--- src/design/corr_config.svh ---
`ifndef CORR_CONFIG_SVH
`define CORR_CONFIG_SVH

// Samples per frame per antenna
`define CORR_DEMUX 16
// Bits per sample, signed two's complement
`define CORR_NBITS 3
// Delay hypotheses searched by the peak finder
`define CORR_NDELAY 8
// Frames of history kept for antennas B and C
`define CORR_HIST 3
// Correlation value width, worst case 16 x 144 = 2304
`define CORR_VBITS 12

// Pipeline latencies in clock cycles
`define CORR_WIN_LAT 1
`define CORR_LAT 3
`define CORR_PEAK_LAT 3

`endif

--- src/design/corr_pkg.sv ---
`include "corr_config.svh"

package corr_pkg;

	// One signed sample, -4 to 3
	typedef logic signed [`CORR_NBITS-1:0] sample_t;

	// One frame, sample j at bits 3j+2:3j
	typedef logic [`CORR_DEMUX*`CORR_NBITS-1:0] frame_t;

	// Frame history, index k counts back from the newest sample
	// Frame f position j sits at index 16f + j
	typedef logic [`CORR_HIST*`CORR_DEMUX*`CORR_NBITS-1:0] history_t;

	// Sum of squares for one delay hypothesis
	typedef logic [`CORR_VBITS-1:0] corr_t;

	// Index of a delay hypothesis
	typedef logic [$clog2(`CORR_NDELAY)-1:0] delay_idx_t;

	// Per-delay sample offsets into the B and C histories
	localparam int DELAY_OFS_B [`CORR_NDELAY] = '{0, 2, 4, 6, 8, 10, 12, 14};
	localparam int DELAY_OFS_C [`CORR_NDELAY] = '{0, 4, 8, 12, 16, 20, 24, 28};

	// Pick sample j out of a frame
	function automatic sample_t frame_sample(input frame_t f, input int j);
		return sample_t'(f[j*`CORR_NBITS +: `CORR_NBITS]);
	endfunction

	// Pick sample k out of a history, k = 0 is the newest
	function automatic sample_t hist_sample(input history_t h, input int k);
		return sample_t'(h[k*`CORR_NBITS +: `CORR_NBITS]);
	endfunction

endpackage

--- src/design/peak_finder.sv ---
`include "corr_config.svh"

// Registered max tree over all delay hypotheses
// Right branch always holds the higher indices, so it wins ties
module peak_finder import corr_pkg::*; (
	input  logic       clk,
	input  logic       rst_i,
	input  corr_t      corr_value_i [`CORR_NDELAY],
	input  logic       corr_valid_i [`CORR_NDELAY],
	output corr_t      peak_value_o,
	output delay_idx_t peak_index_o,
	output logic       peak_valid_o
);

	// Survivors after each tree level
	localparam int N1 = `CORR_NDELAY / 2;
	localparam int N2 = N1 / 2;

	corr_t      val1_q [N1];
	delay_idx_t idx1_q [N1];
	corr_t      val2_q [N2];
	delay_idx_t idx2_q [N2];

	logic [`CORR_PEAK_LAT-1:0] vld_q;

	// Level 1: raw correlations in pairs, index comes from the position
	always_ff @(posedge clk) begin
		for (int m = 0; m < N1; m++) begin
			if (corr_value_i[2*m+1] >= corr_value_i[2*m]) begin
				val1_q[m] <= corr_value_i[2*m+1];
				idx1_q[m] <= delay_idx_t'(2 * m + 1);
			end else begin
				val1_q[m] <= corr_value_i[2*m];
				idx1_q[m] <= delay_idx_t'(2 * m);
			end
		end
	end

	// Level 2: winners carry their index along
	always_ff @(posedge clk) begin
		for (int m = 0; m < N2; m++) begin
			if (val1_q[2*m+1] >= val1_q[2*m]) begin
				val2_q[m] <= val1_q[2*m+1];
				idx2_q[m] <= idx1_q[2*m+1];
			end else begin
				val2_q[m] <= val1_q[2*m];
				idx2_q[m] <= idx1_q[2*m];
			end
		end
	end

	// Level 3: final pair straight into the outputs
	always_ff @(posedge clk) begin
		if (val2_q[1] >= val2_q[0]) begin
			peak_value_o <= val2_q[1];
			peak_index_o <= idx2_q[1];
		end else begin
			peak_value_o <= val2_q[0];
			peak_index_o <= idx2_q[0];
		end
	end

	// All correlators share one latency, so element 0 speaks for the set
	always_ff @(posedge clk) begin
		if (rst_i) begin
			vld_q <= '0;
		end else begin
			vld_q <= {vld_q[`CORR_PEAK_LAT-2:0], corr_valid_i[0]};
		end
	end

	assign peak_valid_o = vld_q[`CORR_PEAK_LAT-1];

endmodule

--- config.mk ---
export PLATFORM = sky130hd
export DESIGN_NAME = peak_finder
export DESIGN_NICKNAME = d
export VERILOG_FILES = /design/src/design/corr_pkg.sv /design/src/design/peak_finder.sv
export VERILOG_INCLUDE_DIRS = /design/src /design/src/design
export SDC_FILE = /design/constraint.sdc
export NUM_CORES = 1
export LEC_CHECK = 0
export BUFFER_PORTS_ARGS = -buffer_cell sky130_fd_sc_hd__buf_4
export CORE_MARGIN = 1
export CORE_UTILIZATION = 60
export CTS_BUF_LIST = sky130_fd_sc_hd__clkbuf_8
export DETAILED_ROUTE_END_ITERATION = 6
export HOLD_SLACK_MARGIN = 0.05
export PLACE_DENSITY = 0.91
export SLEW_MARGIN = 25
export SYNTH_ARGS = -nofsm -noshare
export SYNTH_HDL_FRONTEND = slang
export SYNTH_SLANG_ARGS = --single-unit
--- constraint.sdc ---
create_clock -name clk -period 4.7 [get_ports clk]
set_input_delay 0.235 -clock clk [delete_from_list [all_inputs] [get_ports clk]]
set_output_delay 0.235 -clock clk [all_outputs]
set_load 0.01 [all_outputs]
==> summary.txt <==
CP max FO: 15
DRT Wirelength: 11000 um
Post-synthesis mux area share: 20.9%
YS warnings: 0
Total Nets Final: 792
Mean Syn Cell Area: 10.8 sq um
Pwr dens: 397 nW/um^2
# IOs: 122
Largest net degree at the start of global routing: 16
Pleak: 3.33 nW
Fin Hold WS: 0.0966 ns
Clock Tree Root: clkbuf_8
Setup Total Neg Slack: 0 ns
Max cap viols: 0
Fin. Hold Viols: 0
Worst stage delay on the critical path: 0.89 ns
Most frequent cells in the layout: buf_4, dfxtp_1, inv_1
Vias in the first global route: 4001
Clock Latency Late Sink: 0.36 ns
Vias/cell: 5.36
Diodes inserted: 0
Final core occ: 76.6%
Placed Area: 6150 sq um
Post-synthesis xor/xnor area fraction: 0%
Via count: 3816
Initial antenna violation count: 0
Area of the mapped netlist: 5220 sq um
Distinct cells, synth: 28
WS Path Type: register to register
Actual slew at the worst max-slew pin: 1.02 ns
Grt ovf: 0
FF+latch area: 1960 sq um
DRC: 0
Synth Area in Adders: 20.2%
Area occupied by multi-input gates: 2880 sq um
Deepest clock path buffer count: 2
Simple-gate portion of the synthesized area: 4.68%
Synth Instances: 482
Slowest library cell on the worst path: o41ai_4
Crit path arrival time: 2.66 ns
Post-synth top area share: 37.6%
Worst EP required: 4.95 ns
Peak supply drop: 0.264 mV
Most common cell after layout, fill and taps aside: buf_4
Finished Cell Area: 6360 sq um
Most area-consuming cells after synthesis: dfxtp_1, ha_1, mux2_2
CTS Sinks: 98
Die width: 95.2 um
Die height: 95.2 um
Detailed router's first-iteration violation count: 145
Status: finished clean
First-pass GRT wire length: 17500 um
CP startpoint kind: register
Reg clk slew, reported paths: 0.08 ns
Post-synth EDFFs: 0
Setup bufs post-CTS: 0
Final setup fails: 0
Port Buffer Count: 114
Yosys reg bits: 98
CORE AREA: 8300 sq um
FFs w/ async S/R, synth: 0%
Tcrit/Tclk final: 51.2%
Starting Density: 62.8%
Fmax: 415 MHz
Routed len/inst: 15.4 um
Hpwl dp: 8650 um
Share of layout cells above drive strength 1: 36.7%
Main synth FF type: dfxtp_1
Detail Route Antenna Nets: 0
Filler cells: 532
Area Growth Syn to Fin: 22.0%
Cell taking the most area after synthesis: dfxtp_1
Slew Limit Headroom: 31.5%
Post-synthesis sequential area ratio: 37.6%
H-tree Lvls: 3
Unrepaired setup endpoints after global routing: false
Max Slew Vio Count: 0
Crit. End Element: register
Die area: 9070 sq um
Main combinational cell family by area after synthesis: multiplexers
Skew final: 0.00837 ns
Worst hold path type: input pin to register
CTS buffer count: 9
DRT Pass-1 Iters: 4
GP Congestion: 0.824
Syn nets: 672
Row count: 33
Cell Chain, Critical Path: inv_1, ha_1, nand2b_1, a211o_1, a21oi_2, o41ai_4, mux2_2
Final min period: 2.41 ns
Total Routing Usage GR: 25.5%
CTS tree: built
Compound-Gate Fraction of Synth Area: 9.33%
## cells by family (layout without fill, tap and decap cells)
logic type               count (synthesis)  count (layout)
AO/OA/AOI/OAI                           74              74
adder cells (fa/ha/maj)                 84              84
buffers and inverters                   91             216
flip-flops                              98              98
multiplexers                            88              88
AND/OR/NAND/NOR                         47              47
## critical path, delay by kind of cell, from the launching register on
kind	cells	cell delay (ns)
AO/OA/AOI/OAI	3	1.10
multiplexers	1	0.43
buffers and inverters	1	0.04
AND/OR/NAND/NOR	1	0.12
adder cells (fa/ha/maj)	1	0.27
flip-flops	1	0.33
## per-layer routing
layer / wire length (um) / global-route usage [%]
met5: 0 / 0
met2: 5880 / 48.5
met1: 4280 / 26.6
met4: 253 / 10.2
met3: 573 / 6.14
## timing repair
item / 4_1_cts / 5_1_grt
gates resized for setup: 0 / 0
endpoints found under the setup margin: 0 / 0
hold buffers: 1 / 0
hold endpoints to repair: 2 / 0
## cell usage after synthesis (2+ instances only)
library cell / instances
mux2_1: 4
nand2b_4: 3
o211ai_1: 2
mux2_4: 27
nand2b_1: 7
a31oi_1: 3
a2111o_1: 3
o21ai_1: 2
a21oi_1: 30
nand2_1: 20
nand4_1: 5
o21a_1: 4
nor2_1: 9
dfxtp_1: 98
a21o_1: 6
nor2b_1: 3
buf_6: 3
a2111oi_0: 2
a211o_1: 2
o21ai_0: 14
o21ai_2: 3
inv_1: 84
mux2_2: 57
ha_1: 84
buf_4: 4
## registers in the layout, summed over array words and instances, names as in the netlist
signal        flops
idx1_q            4
idx2_q            4
peak_index_o      3
peak_value_o     12
val1_q           48
val2_q           24
vld_q             3
## layout make-up
cell class / instances / share of cell area [%]
clock buffers: 11 / 2.38
clock inverters: 5 / 0.728
inverters: 84 / 4.96
multi-input cells: 293 / 45.3
flip-flops and latches: 98 / 30.8
well taps: 105 / 2.07
repair buffers: 116 / 13.7
## where the power goes
| part | internal (mW) | total (mW) | switching, mW | leakage, nW |
|---|---|---|---|---|
| clock network | 0.269 | 0.535 | 0.266 | 0.113 |
| registers | 1.02 | 1.10 | 0.0845 | 0.826 |
| logic | 0.480 | 0.885 | 0.405 | 2.39 |
| total | 1.77 | 2.52 | 0.755 | 3.33 |
## path summary, 6_finish.rpt
kind	start	to	slack (ns)	depth (start not counted)
setup / recovery	val2_q[1][0]$_DFF_P_	peak_value_o[2]$_DFF_P_	2.29	7
hold reg to reg	vld_q[1]$_SDFF_PP0_	vld_q[2]$_SDFF_PP0_	0.45	1
hold / removal	corr_valid_i[7]	vld_q[0]$_SDFF_PP0_	0.1	2
setup reg to reg	val2_q[1][0]$_DFF_P_	peak_value_o[2]$_DFF_P_	2.29	7
## metrics by stage
step	instances	power [mW]	setup WS, ns
global placement	695	1.93	2.27
finish	712	2.52	2.29
global route	712	2.67	2.17
floorplan	482	1.68	2.74
CTS	712	2.53	2.29
detailed placement	695	1.99	2.30
No activity file was read; power rests on OpenSTA's default activity.
