$ cat src/design/corr_config.svh
`ifndef CORR_CONFIG_SVH
`define CORR_CONFIG_SVH

// Samples per frame per antenna
`define CORR_DEMUX 16
// Bits per sample, signed two's complement
`define CORR_NBITS 3
// Delay hypotheses searched by the peak finder
`define CORR_NDELAY 8
// Frames of history kept for antennas B and C
`define CORR_HIST 3
// Correlation value width, worst case 16 x 144 = 2304
`define CORR_VBITS 12

// Pipeline latencies in clock cycles
`define CORR_WIN_LAT 1
`define CORR_LAT 3
`define CORR_PEAK_LAT 3

`endif

$ cat src/design/corr_pkg.sv
`include "corr_config.svh"

package corr_pkg;

	// One signed sample, -4 to 3
	typedef logic signed [`CORR_NBITS-1:0] sample_t;

	// One frame, sample j at bits 3j+2:3j
	typedef logic [`CORR_DEMUX*`CORR_NBITS-1:0] frame_t;

	// Frame history, index k counts back from the newest sample
	// Frame f position j sits at index 16f + j
	typedef logic [`CORR_HIST*`CORR_DEMUX*`CORR_NBITS-1:0] history_t;

	// Sum of squares for one delay hypothesis
	typedef logic [`CORR_VBITS-1:0] corr_t;

	// Index of a delay hypothesis
	typedef logic [$clog2(`CORR_NDELAY)-1:0] delay_idx_t;

	// Per-delay sample offsets into the B and C histories
	localparam int DELAY_OFS_B [`CORR_NDELAY] = '{0, 2, 4, 6, 8, 10, 12, 14};
	localparam int DELAY_OFS_C [`CORR_NDELAY] = '{0, 4, 8, 12, 16, 20, 24, 28};

	// Pick sample j out of a frame
	function automatic sample_t frame_sample(input frame_t f, input int j);
		return sample_t'(f[j*`CORR_NBITS +: `CORR_NBITS]);
	endfunction

	// Pick sample k out of a history, k = 0 is the newest
	function automatic sample_t hist_sample(input history_t h, input int k);
		return sample_t'(h[k*`CORR_NBITS +: `CORR_NBITS]);
	endfunction

endpackage

$ cat src/design/window_if.sv
// Window handed from the sample window to every correlator
// Contents only move in a cycle with win_valid high
interface window_if import corr_pkg::*; ();

	// One new frame per cycle with this high
	logic     win_valid;
	// Reordered current A frame, position 0 newest
	frame_t   a_frame;
	// B and C histories, newest frame in the low bits
	history_t b_hist;
	history_t c_hist;

	// Driven by the sample window
	modport source (
		output win_valid,
		output a_frame,
		output b_hist,
		output c_hist
	);

	// Read by each correlator
	modport sink (
		input win_valid,
		input a_frame,
		input b_hist,
		input c_hist
	);

endinterface

$ cat src/design/triple_correlator.sv
`include "corr_config.svh"

// One delay hypothesis: sum over the frame of (a + b + c)^2
// Offsets up to 32 keep every B and C tap inside the three-frame history
module triple_correlator import corr_pkg::*; #(
	parameter int OFS_B = 0,
	parameter int OFS_C = 0
) (
	input  logic   clk,
	input  logic   rst_i,
	window_if.sink win,
	output corr_t  corr_value_o,
	output logic   corr_valid_o
);

	localparam int NS = `CORR_DEMUX;
	// Three samples of -4..3 add to -12..9, five bits signed
	localparam int SUM_BITS = `CORR_NBITS + 2;
	// Largest square is 144, eight bits unsigned
	localparam int SQ_BITS = 2 * SUM_BITS - 2;
	// Four squares, up to 576
	localparam int PART_BITS = SQ_BITS + 2;
	localparam int NGRP = NS / 4;

	// Stage 1 inputs, combinational
	logic signed [SUM_BITS-1:0]   sum_c  [NS];
	logic signed [2*SUM_BITS-1:0] prod_c [NS];

	// Pipeline registers
	logic [SQ_BITS-1:0]   sq_q   [NS];
	logic [PART_BITS-1:0] part_q [NGRP];
	logic [`CORR_LAT-1:0] vld_q;

	// Align B and C to A by the hypothesis offsets and square the sums
	always_comb begin
		for (int i = 0; i < NS; i++) begin
			sum_c[i] = SUM_BITS'(frame_sample(win.a_frame, i))
				+ SUM_BITS'(hist_sample(win.b_hist, i + OFS_B))
				+ SUM_BITS'(hist_sample(win.c_hist, i + OFS_C));
			prod_c[i] = sum_c[i] * sum_c[i];
		end
	end

	// Stage 1: register the squares
	// Square is never negative and fits in the low bits
	always_ff @(posedge clk) begin
		for (int i = 0; i < NS; i++) begin
			sq_q[i] <= prod_c[i][SQ_BITS-1:0];
		end
	end

	// Stage 2: four partial sums of four squares each
	always_ff @(posedge clk) begin
		for (int g = 0; g < NGRP; g++) begin
			part_q[g] <= PART_BITS'(sq_q[4*g])
				+ PART_BITS'(sq_q[4*g+1])
				+ PART_BITS'(sq_q[4*g+2])
				+ PART_BITS'(sq_q[4*g+3]);
		end
	end

	// Stage 3: final sum of the partials
	always_ff @(posedge clk) begin
		corr_value_o <= corr_t'(part_q[0])
			+ corr_t'(part_q[1])
			+ corr_t'(part_q[2])
			+ corr_t'(part_q[3]);
	end

	// Valid rides alongside the data, one bit per stage
	always_ff @(posedge clk) begin
		if (rst_i) begin
			vld_q <= '0;
		end else begin
			vld_q <= {vld_q[`CORR_LAT-2:0], win.win_valid};
		end
	end

	assign corr_valid_o = vld_q[`CORR_LAT-1];

endmodule

$ cat src/flat_wrapper.sv
// flat-port wrapper written by rule: the top's interface ports become plain ports
module triple_correlator_flat import corr_pkg::*;
#(
	parameter int OFS_B = 0,
	parameter int OFS_C = 0
)
  (clk, rst_i, corr_value_o, corr_valid_o, win_win_valid, win_a_frame, win_b_hist, win_c_hist);
  window_if win_i ();
  input  logic clk;
  input  logic rst_i;
  output corr_t corr_value_o;
  output logic corr_valid_o;
  input wire logic [$bits(win_i.win_valid)-1:0] win_win_valid;
  input wire logic [$bits(win_i.a_frame)-1:0] win_a_frame;
  input wire logic [$bits(win_i.b_hist)-1:0] win_b_hist;
  input wire logic [$bits(win_i.c_hist)-1:0] win_c_hist;
  assign win_i.win_valid = win_win_valid;
  assign win_i.a_frame = win_a_frame;
  assign win_i.b_hist = win_b_hist;
  assign win_i.c_hist = win_c_hist;
  triple_correlator #(.OFS_B(OFS_B), .OFS_C(OFS_C)) u_core (.clk(clk), .rst_i(rst_i), .win(win_i), .corr_value_o(corr_value_o), .corr_valid_o(corr_valid_o));
endmodule
$ cat config.mk
export PLATFORM = sky130hd
export DESIGN_NAME = triple_correlator_flat
export DESIGN_NICKNAME = d
export VERILOG_FILES = /design/src/design/corr_pkg.sv /design/src/design/window_if.sv /design/src/design/triple_correlator.sv /design/src/flat_wrapper.sv
export VERILOG_INCLUDE_DIRS = /design/src /design/src/design
export SDC_FILE = /design/constraint.sdc
export NUM_CORES = 1
export LEC_CHECK = 0
export BUFFER_PORTS_ARGS = -buffer_cell sky130_fd_sc_hd__buf_2
export CAP_MARGIN = 0
export CORE_MARGIN = 2
export CORE_UTILIZATION = 52
export DETAILED_ROUTE_END_ITERATION = 16
export PLACE_DENSITY = 0.86
export REMOVE_ABC_BUFFERS = 1
export SLEW_MARGIN = 10
export SYNTH_ARGS = -nofsm -noshare
export SYNTH_HDL_FRONTEND = slang
export SYNTH_SLANG_ARGS = --single-unit
$ cat constraint.sdc
create_clock -name clk -period 4.5 [get_ports clk]
set_input_delay 0.45 -clock clk [delete_from_list [all_inputs] [get_ports clk]]
set_output_delay 0.45 -clock clk [all_outputs]
set_load 0.01 [all_outputs]
==> results of run 1 <==
## stage by stage
stage,setup TNS (ns),cells,hold slack [ns]
4_1_cts,0,2820,0.160
2_1_floorplan,-2.65,1951,0.414
3_5_place_dp,-8.52,2786,0.434
5_1_grt,-0.340,2837,0.174
6_report,0,2837,0.176
3_3_place_gp,-4.62,2786,0.424
## logic make-up (layout without fill, tap and decap cells)
kind of cell	after synthesis	count (layout)
AOI/OAI and AO/OA	191	191
xor gates and xnor gates	196	196
adders and majority gates	505	505
buffers and inverters	542	965
DFF	167	167
muxes	6	6
other	2	27
and+or+nand+nor	319	319
## registers in the layout, summed over array words and instances, names as in the netlist
signal	count
u_core.part_q	40
u_core.corr_value_o	12
u_core.sq_q	112
u_core.vld_q	3
## critical path: cells and delay by family
family	cells	cell delay [ns]
adder cells (fa/ha/maj)	6	2.58
AO/OA/AOI/OAI	4	0.59
buffers and inverters	6	0.48
AND/OR/NAND/NOR	2	0.38
XOR/XNOR	2	0.32
## layout make-up
cell class / instances / area (um^2)
Fill cell: 2636 / 12600
Clock inverter: 15 / 184
Clock buffer: 17 / 425
Timing Repair Buffer: 393 / 2570
Sequential cell: 167 / 3340
Multi-Input combinational cell: 1244 / 13600
Tap cell: 461 / 577
Inverter: 540 / 2030
## timing repair
item                                    in CTS  in global routing
gates resized for setup                      0                107
hold endpoints to repair                     0                  0
endpoints found under the setup margin       1                 16
buffers inserted                             2                 17
pin swaps                                    4                 70
## routing by layer
metal | part of all wire [%] | wire length (um) | GRT usage, % | vias up
li1 | - | - | - | 6624
met1 | 40 | 14800 | 23.1 | 6608
met2 | 55 | 20600 | 39.6 | 187
met3 | 2.3 | 835 | 2.36 | 60
met4 | 2.4 | 895 | 6.69 | 0
met5 | 0 | 0 | 0 | -
## worst max path at each step
stage | endpoint | slack (ns)
floorplan | u_core.sq_q[1][23] | -0.38
global placement | u_core.sq_q[1][23] | -0.36
detailed placement | u_core.sq_q[1][39] | -0.46
CTS | u_core.sq_q[1][39] | 0.002
global route | u_core.sq_q[1][15] | -0.09
finish | u_core.sq_q[1][15] | 0.07
## layout by cell type, fill, tap and decap left out, drive strengths merged, types with 18 or more instances in the layout
cell / instances
conb: 27
xnor2: 158
a21o: 45
nand2b: 24
buf: 393
a21oi: 71
nand2: 68
fa: 263
ha: 232
and2: 57
dfxtp: 167
nor2b: 57
nor2: 64
or2: 18
inv: 548
o21ai: 21
xor2: 38
==> impl_results.md, run 1 <==
- Final setup fails: 0
- Post-synth EDFFs: 0
- CTS hold repair buffers: 0
- Worst reg2reg path startpoint: u_core.sq_q[1][34]
- Startpoint types: input pin
- Post-synthesis mux area share: 0.325%
- Crit-path max FO: 4
- Synth top area cells: fa_1 28%, dfxtp_1 18%, ha_1 16%, inv_1 11%, xnor2_1 7.5%
- Min cycle time layout: 4.43 ns
- MaxCap Viol Count: 0
- DRT iter0 DRCs: 415
- Initial antenna violation count: 0
- Drt wl/cell: 13.1 um
- Syn Inst Count: between 1.5k and 2k
- Initial Util: 52.3%
- Synthesized cell area: 18500 um^2
- CTS tree: built
- Run status: complete, no violations
- Reg2reg end: u_core.part_q[3][9]
- Cell Rows: 69
- Fin crit share: 98.5%
- DRT antenna net count: 0
- HP Class: in2reg
- Synth Register Bits: 167
- Vias per cell: 4.75
- Die Height: between 150 and 200 um
- Synth top cells by count: 537 x inv_1, 263 x fa_1, 232 x ha_1
- R2R depth: 10
- Critical Path AT: 4.80 ns
- Core Area: 35300 um^2
- Slowest cell on crit path: fa_1
- N_diodes: 0
- Setup crit start: win_c_hist[28]
- Highest clock rate: 226 MHz
- Worst Hold Launch: rst_i
- Compound-Gate Fraction of Synth Area: ~7.3%
- Final Util: between 60 and 70%
- Clk_skew: 0.0123 ns
- Hold EP: u_core.vld_q[1]
- CP cell instances: buf_2 -> inv_1 -> fa_1 -> inv_1 -> ha_2 -> buf_4 -> nor4bb_2 -> o21ai_1 -> o311ai_4 -> and2_4 -> fa_1 -> fa_1 -> fa_1 -> inv_1 -> fa_2 -> inv_1 -> a21o_1 -> a21oi_2 -> xnor2_1 -> xnor2_1
- Synth top area share: between 20 and 30%
- Max-slew violations: 0
- Clock tree buffer depth: 2
- Post-Syn Area per Cell: ~9.6 um^2
- DP HPWL: 30500 um
- Fraction of layout cells with a size suffix above 1: 23.6%
- DRC: 0
- Hold Path Depth: 2
- Primary FF master, synth: dfxtp_1
- Simple-Gate Fraction of Synth Area: between 9 and 10%
- Fin worst setup slack: roughly 0.07 ns
- Area delta synth->final: 22.9%
- GR Overflow Total: 0
- DRT Pass-1 Iters: 4
- All-Layer GR Usage: 20.4%
- Syn. warnings: 0
- Worst Setup End Kind: flip-flop
- Largest net degree at the start of global routing: 18
- GP Congestion: slightly above 0.8
- Port Buffers: approximately 160
- Main combinational cell family by area after synthesis: adder cells
- Layout Nets: 3197
- Clk sinks: ~170
- Die W: 193 um
- Vias post-DR: 13.5k
- Post-Synth XOR/XNOR Area: a little under a tenth
- First-pass GRT wire length: approximately 61000 um
- CTS Buf Count: 17
- DP Area: 21500 um^2
- Synth area leader: fa_1
- Top-count cell post-synth: inv_1
- Hold Fails Final Rpt: 0
- Vias in the first global route: 14.5k
- Adder-Cell Fraction of Synth Area: between 40 and 50%
- Max H-tree Level: 4
- Clk root buf: clkbuf_16
- Crit-path max cell delay: 0.53 ns
- Die Area: 37100 um^2
- Setup CP Type: in2reg
- Critical Path RT: 4.87 ns
- Design area: 22700 um^2
- Clk Latency, worst-skew pair: 0.45 ns
- Seq/Total Area, Yosys: 18.1%
- R2R setup slack: roughly 1.4 ns
- I/O pin count: 352
- WL final: 37100 um
- Pre-CTS WS: -0.455 ns
- Post-synth ARST share: 0%
- Worst-path clk slew: roughly 0.070 ns
- Distinct cells, synth: 59
Power of run 1 is not shown: default switching activity piles up to over one toggle a cycle in this logic, so the estimate is an artifact.
==> run 2: changes to the inputs <==
- CORE_ASPECT_RATIO: unset -> 1.1
- RECOVER_POWER: unset -> 50
==> impl_results.md, run 2 (synthesis results as in run 1) <==
- Cell Rows: 72 (was 69)
- Critical Path RT: 4.85 ns (was 4.87 ns)
- Max FFs per register: 112 (unchanged)
- Setup CP Type: in2reg (unchanged)
- I/O pin count: 352 (unchanged)
- Final setup fails: 0 (unchanged)
- DRC: 0 (unchanged)
- DRT iter0 DRCs: 368 (was 415)
- Die Area: 37100 um^2 (about the same)
- HP Class: in2reg (unchanged)
- CTS Buf Count: 17 (unchanged)
- Min cycle time layout: 4.47 ns (was 4.43 ns)
- Port Buffers: 159 (unchanged)
- Startpoint types: input pin (unchanged)
- WL final: 36700 um (was 37100 um)
- Core Area: 35100 um^2 (was 35300 um^2)
- Run status: complete, no violations (unchanged)
- R2R setup slack: 1.46 ns (was 1.37 ns)
- Clk sinks: 167 (unchanged)
- R2R depth: 10 (unchanged)
- GR Overflow Total: 0 (unchanged)
- Largest net degree at the start of global routing: 17 (was 18)
- DP HPWL: 30600 um (was 30500 um)
- DRT Pass-1 Iters: 5 (was 4)
- Slowest cell on crit path: fa_1 (unchanged)
- DRT antenna net count: 0 (unchanged)
- Worst-path clk slew: 0.07 ns (about the same)
- All-Layer GR Usage: 20.3% (was 20.4%)
- Worst Setup End Kind: flip-flop (unchanged)
- Drt wl/cell: 13.0 um (was 13.1 um)
- Commonest non-fill, non-tap cell in the layout: inv_1 (unchanged)
- Max H-tree Level: 4 (unchanged)
- Initial antenna violation count: 0 (unchanged)
- Fraction of layout cells with a size suffix above 1: 22.8% (was 23.6%)
- Crit-path max cell delay: 0.53 ns (about the same)
- Reg2reg end: u_core.part_q[3][9] (unchanged)
- Worst reg2reg path startpoint: u_core.sq_q[1][34] (unchanged)
- Fillers: 2595 (was 2636)
- Clock tree buffer depth: 2 (unchanged)
- Layout Nets: 3208 (was 3197)
- Clk_skew: 0.00925 ns (was 0.0123 ns)
- Most frequent cells in the layout: 516 x inv_1, 247 x fa_1, 226 x buf_4, 216 x ha_1, 167 x dfxtp_1 (was 525 x inv_1, 246 x fa_1, 231 x buf_4, 215 x ha_1, 167 x dfxtp_1)
- CP cell instances: buf_2 -> inv_1 -> fa_1 -> inv_1 -> ha_2 -> ha_1 -> o21bai_1 -> xor2_1 -> and2_4 -> inv_1 -> fa_1 -> fa_1 -> fa_1 -> inv_1 -> fa_2 -> a21o_1 -> a21oi_2 -> xnor2_1 -> xnor2_1 (was buf_2 -> inv_1 -> fa_1 -> inv_1 -> ha_2 -> buf_4 -> nor4bb_2 -> o21ai_1 -> o311ai_4 -> and2_4 -> fa_1 -> fa_1 -> fa_1 -> inv_1 -> fa_2 -> inv_1 -> a21o_1 -> a21oi_2 -> xnor2_1 -> xnor2_1)
- Biggest register: u_core.sq_q (unchanged)
- Crit-path max FO: 3 (was 4)
- CTS tree: built (unchanged)
- Vias per cell: 4.78 (was 4.75)
- Die Height: 202 um (was 193 um)
- Hold Fails Final Rpt: 0 (unchanged)
- N_diodes: 0 (unchanged)
- Clk Latency, worst-skew pair: 0.43 ns (was 0.45 ns)
- Top Registers: u_core.sq_q: 112 flops, u_core.part_q: 40 flops, u_core.corr_value_o: 12 flops (unchanged)
- Unrepaired setup endpoints after global routing: yes
- Vias in the first global route: 15.1k (was 14.5k)
- Hold Path Depth: 2 (unchanged)
- Vias post-DR: 13.5k (about the same)
- Max-slew violations: 0 (unchanged)
- MaxCap Viol Count: 0 (unchanged)
- Area delta synth->final: 22.7% (was 22.9%)
- First-pass GRT wire length: 62300 um (was 61400 um)
- Initial Util: 52.6% (was 52.3%)
- Clk root buf: clkbuf_16 (unchanged)
- Highest clock rate: 224 MHz (was 226 MHz)
- GP Congestion: 0.810 (was 0.827)
- Fin crit share: 99.4% (was 98.5%)
- Worst Setup EP: u_core.sq_q[0][7] (was u_core.sq_q[1][15])
- Critical Path AT: 4.82 ns (was 4.80 ns)
- Die W: 184 um (was 193 um)
- Final cell count without fillers: 2830 (was 2837)
- Setup crit start: win_c_hist[1] (was win_c_hist[28])
- Post-placement cell count: 2779 (was 2786)
==> run 2: changes by cell type in the layout (fill, tap and decap cells not counted), moves of 3 or more <==
cell      change
clkbuf_1     +37
a21oi_1       -3
inv_1         -9
inv_6         -4
nor2b_2       -3
inv_2         +9
a21oi_2       +3
and2_4        +3
and2_1        -3
buf_2        -20
buf_4         -5
==> run 2: worst min-delay path by stage <==
stage | start | to | slack [ns]
2_1_floorplan | u_core.vld_q[0] | u_core.vld_q[1] | 0.41
4_1_cts | rst_i | u_core.vld_q[1] | 0.18
3_5_place_dp | u_core.vld_q[0] | u_core.vld_q[1] | 0.44
5_1_grt | rst_i | u_core.vld_q[1] | 0.20
3_3_place_gp | u_core.vld_q[0] | u_core.vld_q[1] | 0.42
6_report | rst_i | u_core.vld_q[1] | 0.20
==> run 2: area by class of cell <==
type / count / area [um^2] / area share, %
Multi-Input combinational cell: 1244 / 13600 / 60.0
Clock inverter: 13 / 140 / 0.618
Tap cell: 444 / 556 / 2.45
Timing Repair Buffer: 404 / 2570 / 11.3
Sequential cell: 167 / 3340 / 14.7
Inverter: 540 / 2030 / 8.94
Clock buffer: 18 / 429 / 1.89
==> run 2: routing by layer <==
metal  wire (um)  part of all wire (%)  vias to the layer above  global-route usage [%]
met1       14000                    38                     6613                    21.6
met4         959                   2.6                        0                    6.66
met5           0                     0                        -                       0
met3         776                   2.1                       64                    2.19
li1            -                     -                     6652                       -
met2       21000                    57                      192                    40.7
==> run 2: critical path: cells and delay by family <==
kind / cells / cell delay (ns)
and+or+nand+nor: 1 / 0.22
AOI/OAI and AO/OA: 3 / 0.51
xor gates and xnor gates: 3 / 0.59
buffers and inverters: 5 / 0.28
adders and majority gates: 7 / 2.75
==> run 2: repair_timing <==
action	in CTS	in global routing
endpoints found under the setup margin	6	21
buffers inserted	2	18
pin swaps	5	115
hold buffers	0	0
gates resized for setup	7	116
==> run 2: through the flow <==
stage,utilization [%],hold WS [ns],setup TNS [ns],cell area [um^2],setup WS [ns]
floorplan,-,0.414,-2.65,18600,-0.378
global placement,61.5,0.421,-4.55,21600,-0.349
detailed placement,61.5,0.441,-9.25,21600,-0.485
CTS,63.2,0.179,-0.0339,22200,-0.0339
global route,64.5,0.203,-0.719,22700,-0.126
finish,64.5,0.198,0,22700,0.0259
Power of run 2 is left out for the same reason.
