--- src/design/corr_config.svh ---
`ifndef CORR_CONFIG_SVH
`define CORR_CONFIG_SVH

// Samples per frame per antenna
`define CORR_DEMUX 16
// Bits per sample, signed two's complement
`define CORR_NBITS 3
// Delay hypotheses searched by the peak finder
`define CORR_NDELAY 8
// Frames of history kept for antennas B and C
`define CORR_HIST 3
// Correlation value width, worst case 16 x 144 = 2304
`define CORR_VBITS 12

// Pipeline latencies in clock cycles
`define CORR_WIN_LAT 1
`define CORR_LAT 3
`define CORR_PEAK_LAT 3

`endif

--- src/design/corr_pkg.sv ---
`include "corr_config.svh"

package corr_pkg;

	// One signed sample, -4 to 3
	typedef logic signed [`CORR_NBITS-1:0] sample_t;

	// One frame, sample j at bits 3j+2:3j
	typedef logic [`CORR_DEMUX*`CORR_NBITS-1:0] frame_t;

	// Frame history, index k counts back from the newest sample
	// Frame f position j sits at index 16f + j
	typedef logic [`CORR_HIST*`CORR_DEMUX*`CORR_NBITS-1:0] history_t;

	// Sum of squares for one delay hypothesis
	typedef logic [`CORR_VBITS-1:0] corr_t;

	// Index of a delay hypothesis
	typedef logic [$clog2(`CORR_NDELAY)-1:0] delay_idx_t;

	// Per-delay sample offsets into the B and C histories
	localparam int DELAY_OFS_B [`CORR_NDELAY] = '{0, 2, 4, 6, 8, 10, 12, 14};
	localparam int DELAY_OFS_C [`CORR_NDELAY] = '{0, 4, 8, 12, 16, 20, 24, 28};

	// Pick sample j out of a frame
	function automatic sample_t frame_sample(input frame_t f, input int j);
		return sample_t'(f[j*`CORR_NBITS +: `CORR_NBITS]);
	endfunction

	// Pick sample k out of a history, k = 0 is the newest
	function automatic sample_t hist_sample(input history_t h, input int k);
		return sample_t'(h[k*`CORR_NBITS +: `CORR_NBITS]);
	endfunction

endpackage

--- src/design/window_if.sv ---
// Window handed from the sample window to every correlator
// Contents only move in a cycle with win_valid high
interface window_if import corr_pkg::*; ();

	// One new frame per cycle with this high
	logic     win_valid;
	// Reordered current A frame, position 0 newest
	frame_t   a_frame;
	// B and C histories, newest frame in the low bits
	history_t b_hist;
	history_t c_hist;

	// Driven by the sample window
	modport source (
		output win_valid,
		output a_frame,
		output b_hist,
		output c_hist
	);

	// Read by each correlator
	modport sink (
		input win_valid,
		input a_frame,
		input b_hist,
		input c_hist
	);

endinterface

--- src/design/sample_window.sv ---
`include "corr_config.svh"

// Input reorder and B/C frame history
module sample_window import corr_pkg::*; (
	input  logic     clk,
	input  logic     rst_i,
	input  logic     valid_i,
	input  frame_t   a_i,
	input  frame_t   b_i,
	input  frame_t   c_i,
	window_if.source win
);

	// Bits in one frame and in the frames that survive a shift
	localparam int FBITS = $bits(frame_t);
	localparam int KEEP_BITS = $bits(history_t) - FBITS;
	// Groups of four samples per frame
	localparam int NGRP = `CORR_DEMUX / 4;

	// Incoming frames carry the oldest sample of each group at the low position
	// Position 4g + j moves to 4g + 3 - j so that position 0 is the newest
	function automatic frame_t reorder(input frame_t f);
		frame_t r;
		for (int g = 0; g < NGRP; g++) begin
			for (int j = 0; j < 4; j++) begin
				r[(4*g+3-j)*`CORR_NBITS +: `CORR_NBITS] =
					f[(4*g+j)*`CORR_NBITS +: `CORR_NBITS];
			end
		end
		return r;
	endfunction

	// Reordered copies of this cycle's input
	frame_t a_reord;
	frame_t b_reord;
	frame_t c_reord;

	always_comb begin
		a_reord = reorder(a_i);
		b_reord = reorder(b_i);
		c_reord = reorder(c_i);
	end

	// Window valid follows valid_i by one cycle
	// Histories only age on a valid frame, so gaps leave them untouched
	always_ff @(posedge clk) begin
		if (rst_i) begin
			win.win_valid <= 1'b0;
			win.b_hist <= '0;
			win.c_hist <= '0;
		end else begin
			win.win_valid <= valid_i;
			if (valid_i) begin
				// New frame goes in at index 0, oldest frame drops off the top
				win.b_hist <= {win.b_hist[KEEP_BITS-1:0], b_reord};
				win.c_hist <= {win.c_hist[KEEP_BITS-1:0], c_reord};
			end
		end
	end

	// A is always aligned at offset 0, only the current frame is needed
	always_ff @(posedge clk) begin
		if (valid_i) begin
			win.a_frame <= a_reord;
		end
	end

endmodule

--- src/flat_wrapper.sv ---
// flat-port wrapper written by rule: the top's interface ports become plain ports
module sample_window_flat import corr_pkg::*;
  (clk, rst_i, valid_i, a_i, b_i, c_i, win_win_valid, win_a_frame, win_b_hist, win_c_hist);
  window_if win_i ();
  input  logic clk;
  input  logic rst_i;
  input  logic valid_i;
  input  frame_t a_i;
  input  frame_t b_i;
  input  frame_t c_i;
  output wire logic [$bits(win_i.win_valid)-1:0] win_win_valid;
  output wire logic [$bits(win_i.a_frame)-1:0] win_a_frame;
  output wire logic [$bits(win_i.b_hist)-1:0] win_b_hist;
  output wire logic [$bits(win_i.c_hist)-1:0] win_c_hist;
  assign win_win_valid = win_i.win_valid;
  assign win_a_frame = win_i.a_frame;
  assign win_b_hist = win_i.b_hist;
  assign win_c_hist = win_i.c_hist;
  sample_window u_core (.clk(clk), .rst_i(rst_i), .valid_i(valid_i), .a_i(a_i), .b_i(b_i), .c_i(c_i), .win(win_i));
endmodule
--- config.mk ---
export PLATFORM = sky130hd
export DESIGN_NAME = sample_window_flat
export DESIGN_NICKNAME = d
export VERILOG_FILES = /design/src/design/corr_pkg.sv /design/src/design/window_if.sv /design/src/design/sample_window.sv /design/src/flat_wrapper.sv
export VERILOG_INCLUDE_DIRS = /design/src /design/src/design
export SDC_FILE = /design/constraint.sdc
export NUM_CORES = 1
export LEC_CHECK = 0
export ABC_AREA = 1
export BUFFER_PORTS_ARGS = -buffer_cell sky130_fd_sc_hd__buf_2
export CORE_MARGIN = 2
export CORE_UTILIZATION = 30
export DETAILED_ROUTE_END_ITERATION = 12
export GPL_TIMING_DRIVEN = 0
export PLACE_DENSITY = 0.5
export SETUP_SLACK_MARGIN = 0.02
export SYNTH_ARGS = -nofsm -noshare
export SYNTH_HDL_FRONTEND = slang
export SYNTH_SLANG_ARGS = --single-unit
--- constraint.sdc ---
create_clock -name clk -period 1.1 [get_ports clk]
set_input_delay 0.165 -clock clk [delete_from_list [all_inputs] [get_ports clk]]
set_output_delay 0.165 -clock clk [all_outputs]
set_load 0.01 [all_outputs]
==> results.toml, run 1 <==
[clock_tree]
cts_buffers = 39
htree_levels = 2
clkLatencyLatePin_ns = 0.55
clk_pin_slew_worst_paths_ns = 0.06
cts.sinks = 337
clockRootBuffer = "clkbuf_16"
cts_buffer_depth = 3
cts_tree = "built"

[setup_path]
crit_family = "flip-flops"
timing.critical_path.cells = "buf_2"
setup.worst_path.end_class = "output port"
start_kind = "register"
path_max_fanout = 1
reg2reg_slack_ns = 0.20
cp.buffers_inverters = 1
crit_slowest_cell = "edfxtp_1"
r2r_end = "u_core.win.c_hist[108]$_SDFFE_PP0P_"
critPathKind = "register to output port"
cpPeakStageDelay_ns = 0.42
worstPathArrival_ns = 1.12
r2r_cells = 6
reg2reg_from = "u_core.win.c_hist[60]$_SDFFE_PP0P_"
required_ns = 0.94

[detailed_routing]
wl_per_cell_um = 14.4
first_pass_iters = 5
routed_via_density = 4.06
ant_nets = 0
drt-initial-drc-count = 592
num_vias = 13698
wl_um = 48700
drc = 0

[floorplan]
start_util_pct = 30.4
rows = 77
coreArea_mm2 = 0.0443
die_y_um = 216
io_pins = 484
dieArea_mm2 = 0.0467
die_w_um = 216

[worst_hold_path]
holdCritStartpoint = "valid_i"
holdCritPathClass = "primary input to register"
worstHoldEndpoint = "u_core.win.a_frame[8]$_DFFE_PP_"
hold_depth = 1

[synth]
synth_area_per_cell_um2 = 7.19
synth_nets = 2022
synth-seq-cells = 337
yosysWarnings = 0
synth_cell_types = 11
postSynthCellCount = 1875
synth.yosys.seq_area_share_pct = 53.6
synth_area_mm2 = 0.0135

[global_route]
grt_pass1_vias = 13518
gr-total-overflow = 0
grt_max_degree = 50
grt_pass1_wl_um = 74200
antenna_found_initial = 1
track_usage_pct = 20.3

[sta]
fin_skew_ns = 0.0110
rsz0062_at_grt = "yes"
drv_slew = 0
period_share_pct = 117
fmax_ghz = 0.776
setup_viol = 337
fin_ws_ns = -0.189
finalWorstPathRequiredPeriod_ns = 1.29
hold_violations = 0
max-slew-margin-rel_pct = 65.0
worst_pin_slew_ns = 0.525

[placement]
pre_cts_ws_ns = -1.04
io_buffers = 483
placedCellCount = 2950
gp_congestion = 0.826
place_hpwl_um = 33200

[power_and_ir_drop]
p_seq_share_pct = 42.7
swShare_pct = 26.1
p_int_mw = 24.4
p_leak_nw = 12.0
powerDensity_mw_per_mm2 = 1430
p_sw_mw = 8.59
clock_power_share_pct = 38.5
combPwrFrac_pct = 18.8
ir_drop_v = 0.000857

[finish]
final_common_cell = "nor2_1"
drive_above_1_share_pct = 40.5
fin_util_pct = 52.1
final_cells = 3372
area_growth_pct = 71.3
diodes = 0
final.fill_count = 4245
layout.nets = 2902
most-common-layout-cells = "577 x nor2_1, 576 x nand2_1, 347 x buf_6"

[outcome]
violations = "setup timing"
outcome = "finished with violations"

[flow_run]
drv_cap = 0
[timing repair]
| item | CTS | global route |
|---|---|---|
| setup buffers | 184 | 27 |
| hold endpoints to repair | 145 | 0 |
| hold buffers | 145 | 0 |
| resized for setup | 658 | 8 |
| setup endpoints to repair | 626 | 339 |
[registers in the layout (all words and copies together), names as in the netlist]
| signal | count |
|---|---|
| u_core.win.b_hist | 144 |
| u_core.win.c_hist | 144 |
| u_core.win.a_frame | 48 |
| u_core.win.win_valid | 1 |
[cells in the mapped netlist]
library cell	count	area share [%]
buf_1	3	0.084
buf_2	26	0.97
buf_4	6	0.33
buf_6	57	4.8
clkbuf_1	3	0.084
dfxtp_1	289	43
edfxtp_1	48	11
inv_1	289	8.0
inv_2	1	0.028
nand2_1	576	16
nor2_1	577	16
[cells by family after synthesis]
| kind of cell | count (synthesis) | synth area share [%] |
|---|---|---|
| buf+inv | 385 | 14.3 |
| simple gates | 1153 | 32.1 |
| flops | 337 | 53.6 |
[stage by stage]
step | instance area, µm² | hold slack (ns) | setup TNS (ns) | total power, mW
final | 23100 | 0.0334 | -21.94 | 33.0
after global routing | 23100 | 0.0270 | -35.52 | 34.5
after CTS | 22900 | 0.0459 | -33.34 | 33.2
after detailed placement | 16600 | 0.344 | -277.83 | 18.3
after global placement | 16600 | 0.342 | -269.95 | 18.2
after floorplan | 13500 | 0.236 | 0 | 16.4
[how the worst max path moves through the flow]
stage,start,end,slack (ns),depth (start not counted)
after floorplan,valid_i,u_core.win.b_hist[114]$_SDFFE_PP0P_,0.29,5
after global placement,valid_i,u_core.win.b_hist[94]$_SDFFE_PP0P_,-1.01,7
after detailed placement,valid_i,u_core.win.b_hist[94]$_SDFFE_PP0P_,-1.04,7
after CTS,u_core.win.a_frame[16]$_DFFE_PP_,win_a_frame[16],-0.24,1
after global routing,u_core.win.a_frame[16]$_DFFE_PP_,win_a_frame[16],-0.22,1
final,u_core.win.a_frame[16]$_DFFE_PP_,win_a_frame[16],-0.19,1
[layer usage]
layer | vias up | routed length, µm | GRT usage (%)
li1 | 7127 | - | -
met1 | 6046 | 20300 | 23.7
met2 | 407 | 22600 | 34.0
met3 | 116 | 3320 | 5.88
met4 | 2 | 2480 | 10.1
met5 | - | 13 | 0
[layout make-up]
class                      instances  area [µm²]  area share, %
timing repair buffer             839        7280           31.5
clock buffer                      59        1170           5.08
multi-input combinational       1153        4330           18.7
buffer                            95         840           3.63
tap                              592         741           3.21
inverter                         290        1090           4.71
clock inverter                     7        57.6          0.249
sequential                       337        7600           32.9
[power groups by stage]
stage | clock [mW] | sequential, mW | combinational (mW)
2_1_floorplan | 0 | 14.5 | 1.90
3_3_place_gp | 0 | 14.1 | 4.09
3_5_place_dp | 0 | 14.1 | 4.11
4_1_cts | 13.1 | 14.1 | 6.08
5_1_grt | 13.6 | 14.2 | 6.78
6_report | 12.7 | 14.1 | 6.18
Power figures use the tool's default switching activity.
==> run 2, diff against run 1 <==
Settings changed: ABC_AREA 1 to not set, PLACE_DENSITY 0.5 to 0.51.
==> results.toml, run 2 <==
[clock_tree]
htree_levels = 2
cts.sinks = 337
clockRootBuffer = "clkbuf_16"
cts_tree = "built"
clkLatencyLatePin_ns = 0.53
cts_buffer_depth = 3
cts_buffers = 39
hold_buffers = 144
clk_pin_slew_worst_paths_ns = 0.06

[global_route]
busiest_layer = "met2"
use_met2_pct = 35.7
grt_pass1_wl_um = 65000
grt.met1_usage_pct = 23.4
gr-total-overflow = 0
antenna_found_initial = 1
use_met3_pct = 6.88
track_usage_pct = 20.7
grt_max_degree = 50
grt_pass1_vias = 11066

[floorplan]
die_y_um = 201
die_w_um = 201
rows = 72
coreArea_mm2 = 0.0385
io_pins = 484
start_util_pct = 30.3
dieArea_mm2 = 0.0405

[setup_path]
startpoint = "u_core.win.a_frame[17]$_DFFE_PP_"
worstPathArrival_ns = 1.14
cp.buffers_inverters = 1
critPathKind = "register to output port"
r2r_cells = 4
reg2reg_slack_ns = 0.17
crit_cells = 1
crit_family = "flip-flops"
path_max_fanout = 1
r2r_end = "u_core.win.c_hist[81]$_SDFFE_PP0P_"
required_ns = 0.94
crit_slowest_cell = "edfxtp_1"
reg2reg_from = "u_core.win.c_hist[33]$_SDFFE_PP0P_"
setup.worst_path.end_class = "output port"
timing.critical_path.cells = "buf_6"
start_kind = "register"
cpPeakStageDelay_ns = 0.45
worstSetupEndpoint = "win_a_frame[17]"

[sta]
fmax_ghz = 0.765
rsz0062_at_grt = "yes"
hold_violations = 0
max-slew-margin-rel_pct = 59.3
setup_tns_ns = -16.97
fin_skew_ns = 0.0123
hold_ws_ns = 0.00662
finalWorstPathRequiredPeriod_ns = 1.31
setup_viol = 337
drv_slew = 0
worst_pin_slew_ns = 0.611
fin_ws_ns = -0.207
period_share_pct = 119

[placement]
place_hpwl_um = 27700
placedCellCount = 1978
gp_congestion = 0.820
pre_cts_ws_ns = -1.25
io_buffers = 482

[synth]
synth_flop_cell = "dfxtp_1"
yosysWarnings = 0
async_flop_share_pct = 0
synth_area_leaders = "dfxtp_1 50%, mux2i_1 25%, edfxtp_1 12%"
synth-seq-cells = 337
synthTopCellsByCount = "289 x dfxtp_1, 288 x mux2i_1, 288 x nor2_1"
postSynthCellCount = 978
synth_nets = 1125
synth_top_area_cell = "dfxtp_1"
synth_cell_types = 10
yosysMostFrequentCell = "dfxtp_1"
synth_area_mm2 = 0.0117
synth.top_cell.area_share_pct = 49.6
synth_edf_count = 48
synth_area_per_cell_um2 = 11.9
synth.yosys.seq_area_share_pct = 62.0

[detailed_routing]
wl_per_cell_um = 18.1
routed_via_density = 4.33
ant_nets = 0
wl_um = 43100
first_pass_iters = 5
num_vias = 10327
drt-initial-drc-count = 356
drc = 0

[finish]
final_common_cell = "buf_6"
area_growth_pct = 80.5
layout.nets = 1989
largestRegisters = "u_core.win.b_hist (144), u_core.win.c_hist (144), u_core.win.a_frame (48)"
final_cells = 2384
most-common-layout-cells = "317 x buf_6, 288 x mux2i_1, 288 x nor2_1"
drive_above_1_share_pct = 57.1

[outcome]
outcome = "finished with violations"
violations = "setup timing"

[worst_hold_path]
holdCritPathClass = "primary input to register"
hold_depth = 1

[power_and_ir_drop]
p_leak_nw = 10.1
powerDensity_mw_per_mm2 = 1400
ir_drop_v = 0.00101

[flow_run]
drv_cap = 0
run 2: stage by stage:
step           util (%)  power, mW  cell area (µm²)
2_1_floorplan         -       14.9            11700
3_3_place_gp       38.3       16.2            14700
3_5_place_dp       38.3       16.2            14700
4_1_cts            54.3       29.7            20900
5_1_grt            54.7       30.6            21100
6_report           54.7       29.4            21100
run 2: logic make-up after synthesis:
kind of cell	synth area share, %
muxes	24.7
DFF	62.0
and+or+nand+nor	9.33
buffers and inverters	3.97
run 2: layer usage:
layer / part of all wire, % / up-vias / wire length (µm)
met4: 3.7 / 0 / 1590
li1: - / 4996 / -
met3: 7.6 / 95 / 3290
met2: 49 / 355 / 21000
met1: 40 / 4881 / 17200
met5: 0 / - / 0
run 2: final cells by class:
cell class | count | area, µm²
diodes | 1 | 2.50
plain buffers | 64 | 479
fillers | 3335 | 17400
multi-input cells | 577 | 3970
clock inverters | 5 | 31.3
clock buffers | 59 | 1120
repair buffers | 823 | 7190
well taps | 518 | 648
flip-flops and latches | 337 | 7600
run 2: how the worst min path moves through the flow:
stage             from                          endpoint  slack (ns)
3_3_place_gp   a_i[45]  u_core.win.a_frame[36]$_DFFE_PP_        0.34
4_1_cts        valid_i  u_core.win.a_frame[34]$_DFFE_PP_       -0.03
3_5_place_dp   a_i[21]  u_core.win.a_frame[12]$_DFFE_PP_        0.34
2_1_floorplan   a_i[9]   u_core.win.a_frame[0]$_DFFE_PP_        0.26
6_report       valid_i  u_core.win.a_frame[31]$_DFFE_PP_       0.007
5_1_grt        valid_i  u_core.win.a_frame[34]$_DFFE_PP_       -0.01
run 2: power breakdown:
part	switching [mW]	internal, mW	total [mW]
registers	0.357	13.1	13.5
clock network	4.95	6.98	11.9
logic	1.76	2.29	4.05
total	7.07	22.4	29.4
run 2: what timing repair did:
item,4_1_cts,5_1_grt
setup endpoints to repair,626,358
hold endpoints to repair,192,37
buffers inserted,181,16
resized for setup,645,16
gates cloned,0,0
==> run 3, diff against run 2 <==
Settings changed: CORE_AREA set to 2 2 189 191, CORE_MARGIN 2 to not set, CORE_UTILIZATION 30 to not set, DIE_AREA set to 0 0 191 193, PLACE_DENSITY 0.51 to 0.56.
==> results.toml, run 3 (synthesis gave the netlist of run 2 again) <==
[flow_run]
drv_cap = 0

[floorplan]
start_util_pct = 33.3
dieArea_mm2 = 0.0369
io_pins = 484
rows = 69
die_y_um = 193
coreArea_mm2 = 0.0350
die_w_um = 191

[finish]
most-common-layout-cells = "315 x buf_6, 288 x mux2i_1, 288 x nor2_1"
multi_input_area_mm2 = 0.00397
largestRegisters = "u_core.win.b_hist (144), u_core.win.c_hist (144), u_core.win.a_frame (48)"
final.fill_count = 2766
final_common_cell = "buf_6"
area_growth_pct = 81.7
layout.nets = 2004
seqCellArea_mm2 = 0.00760
drive_above_1_share_pct = 57.8

[setup_path]
crit_family = "flip-flops"
required_ns = 0.94
timing.critical_path.cells = "buf_2"
path_max_fanout = 1
setup.worst_path.end_class = "output port"
crit_slowest_cell = "edfxtp_1"
r2r_cells = 4
crit_cells = 1
cpPeakStageDelay_ns = 0.43
cp.buffers_inverters = 1
start_kind = "register"
worstPathArrival_ns = 1.12
critPathKind = "register to output port"

[sta]
setup_viol = 337
worst_pin_slew_ns = 0.603
period_share_pct = 117
finalWorstPathRequiredPeriod_ns = 1.29
rsz0062_at_grt = "yes"
hold_violations = 0
fmax_ghz = 0.776
hold_ws_ns = 0.0378
drv_slew = 0
max-slew-margin-rel_pct = 59.8
fin_ws_ns = -0.189
fin_skew_ns = 0.0159

[clock_tree]
cts_buffers = 38
cts_buffer_depth = 3
clkLatencyLatePin_ns = 0.52
htree_levels = 2
cts.sinks = 337
cts_tree = "built"
clk_pin_slew_worst_paths_ns = 0.06
clockRootBuffer = "clkbuf_16"

[power_and_ir_drop]
p_leak_nw = 10.3
powerDensity_mw_per_mm2 = 1420
fin_total_pwr_mw = 30.1
ir_drop_v = 0.00110

[detailed_routing]
wl_per_cell_um = 18.0
routed_via_density = 4.46
first_pass_iters = 4
drc = 0
num_vias = 10466
drt-initial-drc-count = 294
wl_um = 42200
ant_nets = 0

[global_route]
gr-total-overflow = 0
grt_pass1_wl_um = 61600
grt_max_degree = 50
grt_pass1_vias = 11008
track_usage_pct = 21.6
antenna_found_initial = 1

[outcome]
violations = "setup timing"
outcome = "finished with violations"

[placement]
gp_congestion = 0.783
pre_cts_ws_ns = -1.24
io_buffers = 482
place_hpwl_um = 27100

[worst_hold_path]
holdCritPathClass = "primary input to register"
hold_depth = 1
## run 3: power by group
group / internal [mW] / switching (mW) / total (mW)
combinational: 2.30 / 1.76 / 4.06
sequential: 13.1 / 0.358 / 13.5
clock: 7.58 / 5.00 / 12.6
total: 23.0 / 7.12 / 30.1
## run 3: cell type report
type                    instances  area share, %
diodes                          1         0.0118
clock inverters                10          0.384
plain buffers                  64           2.26
well taps                     461           2.72
clock buffers                  59           5.54
repair buffers                839           34.4
flip-flops and latches        337           35.9
multi-input cells             577           18.7
## run 3: per-stage QoR
stage	area [µm²]	TNS, ns	std cells	utilization [%]
floorplan	11700	0	978	-
global placement	14600	-326.84	1921	41.9
detailed placement	14600	-338.35	1921	41.9
CTS	20900	-22.21	2321	59.9
global route	21200	-25.94	2348	60.6
finish	21200	-13.02	2348	60.6
## run 3: timing repair
action	4_1_cts	5_1_grt
setup buffers	187	26
gates resized for setup	635	19
endpoints found under the setup margin	626	385
hold buffers	144	0
hold endpoints to repair	144	0
## run 3: final timing paths
path	to	start	slack, ns
max	win_a_frame[22]	u_core.win.a_frame[22]$_DFFE_PP_	-0.19
min reg2reg	u_core.win.b_hist[103]$_SDFFE_PP0P_	u_core.win.b_hist[103]$_SDFFE_PP0P_	0.49
max reg2reg	u_core.win.c_hist[7]$_SDFFE_PP0P_	u_core.win.c_hist[7]$_SDFFE_PP0P_	0.16
min	u_core.win.a_frame[5]$_DFFE_PP_	valid_i	0.04
## run 3: worst reg2reg max path, delay by kind of cell (launching register included)
family	cells	cell delay, ns
and+or+nand+nor	1	0.07
buffers and inverters	2	0.26
muxes	1	0.14
DFF	1	0.33
## run 3: routing by layer
metal  GRT usage, %  routed length (µm)  part of all wire (%)  up-vias
met2           39.0               21400                    51      367
met3           6.82                3340                   7.9       90
met4           8.65                1480                   3.5        0
li1               -                   -                     -     5028
met5              0                   0                     0        -
met1           23.5               16000                    38     4981
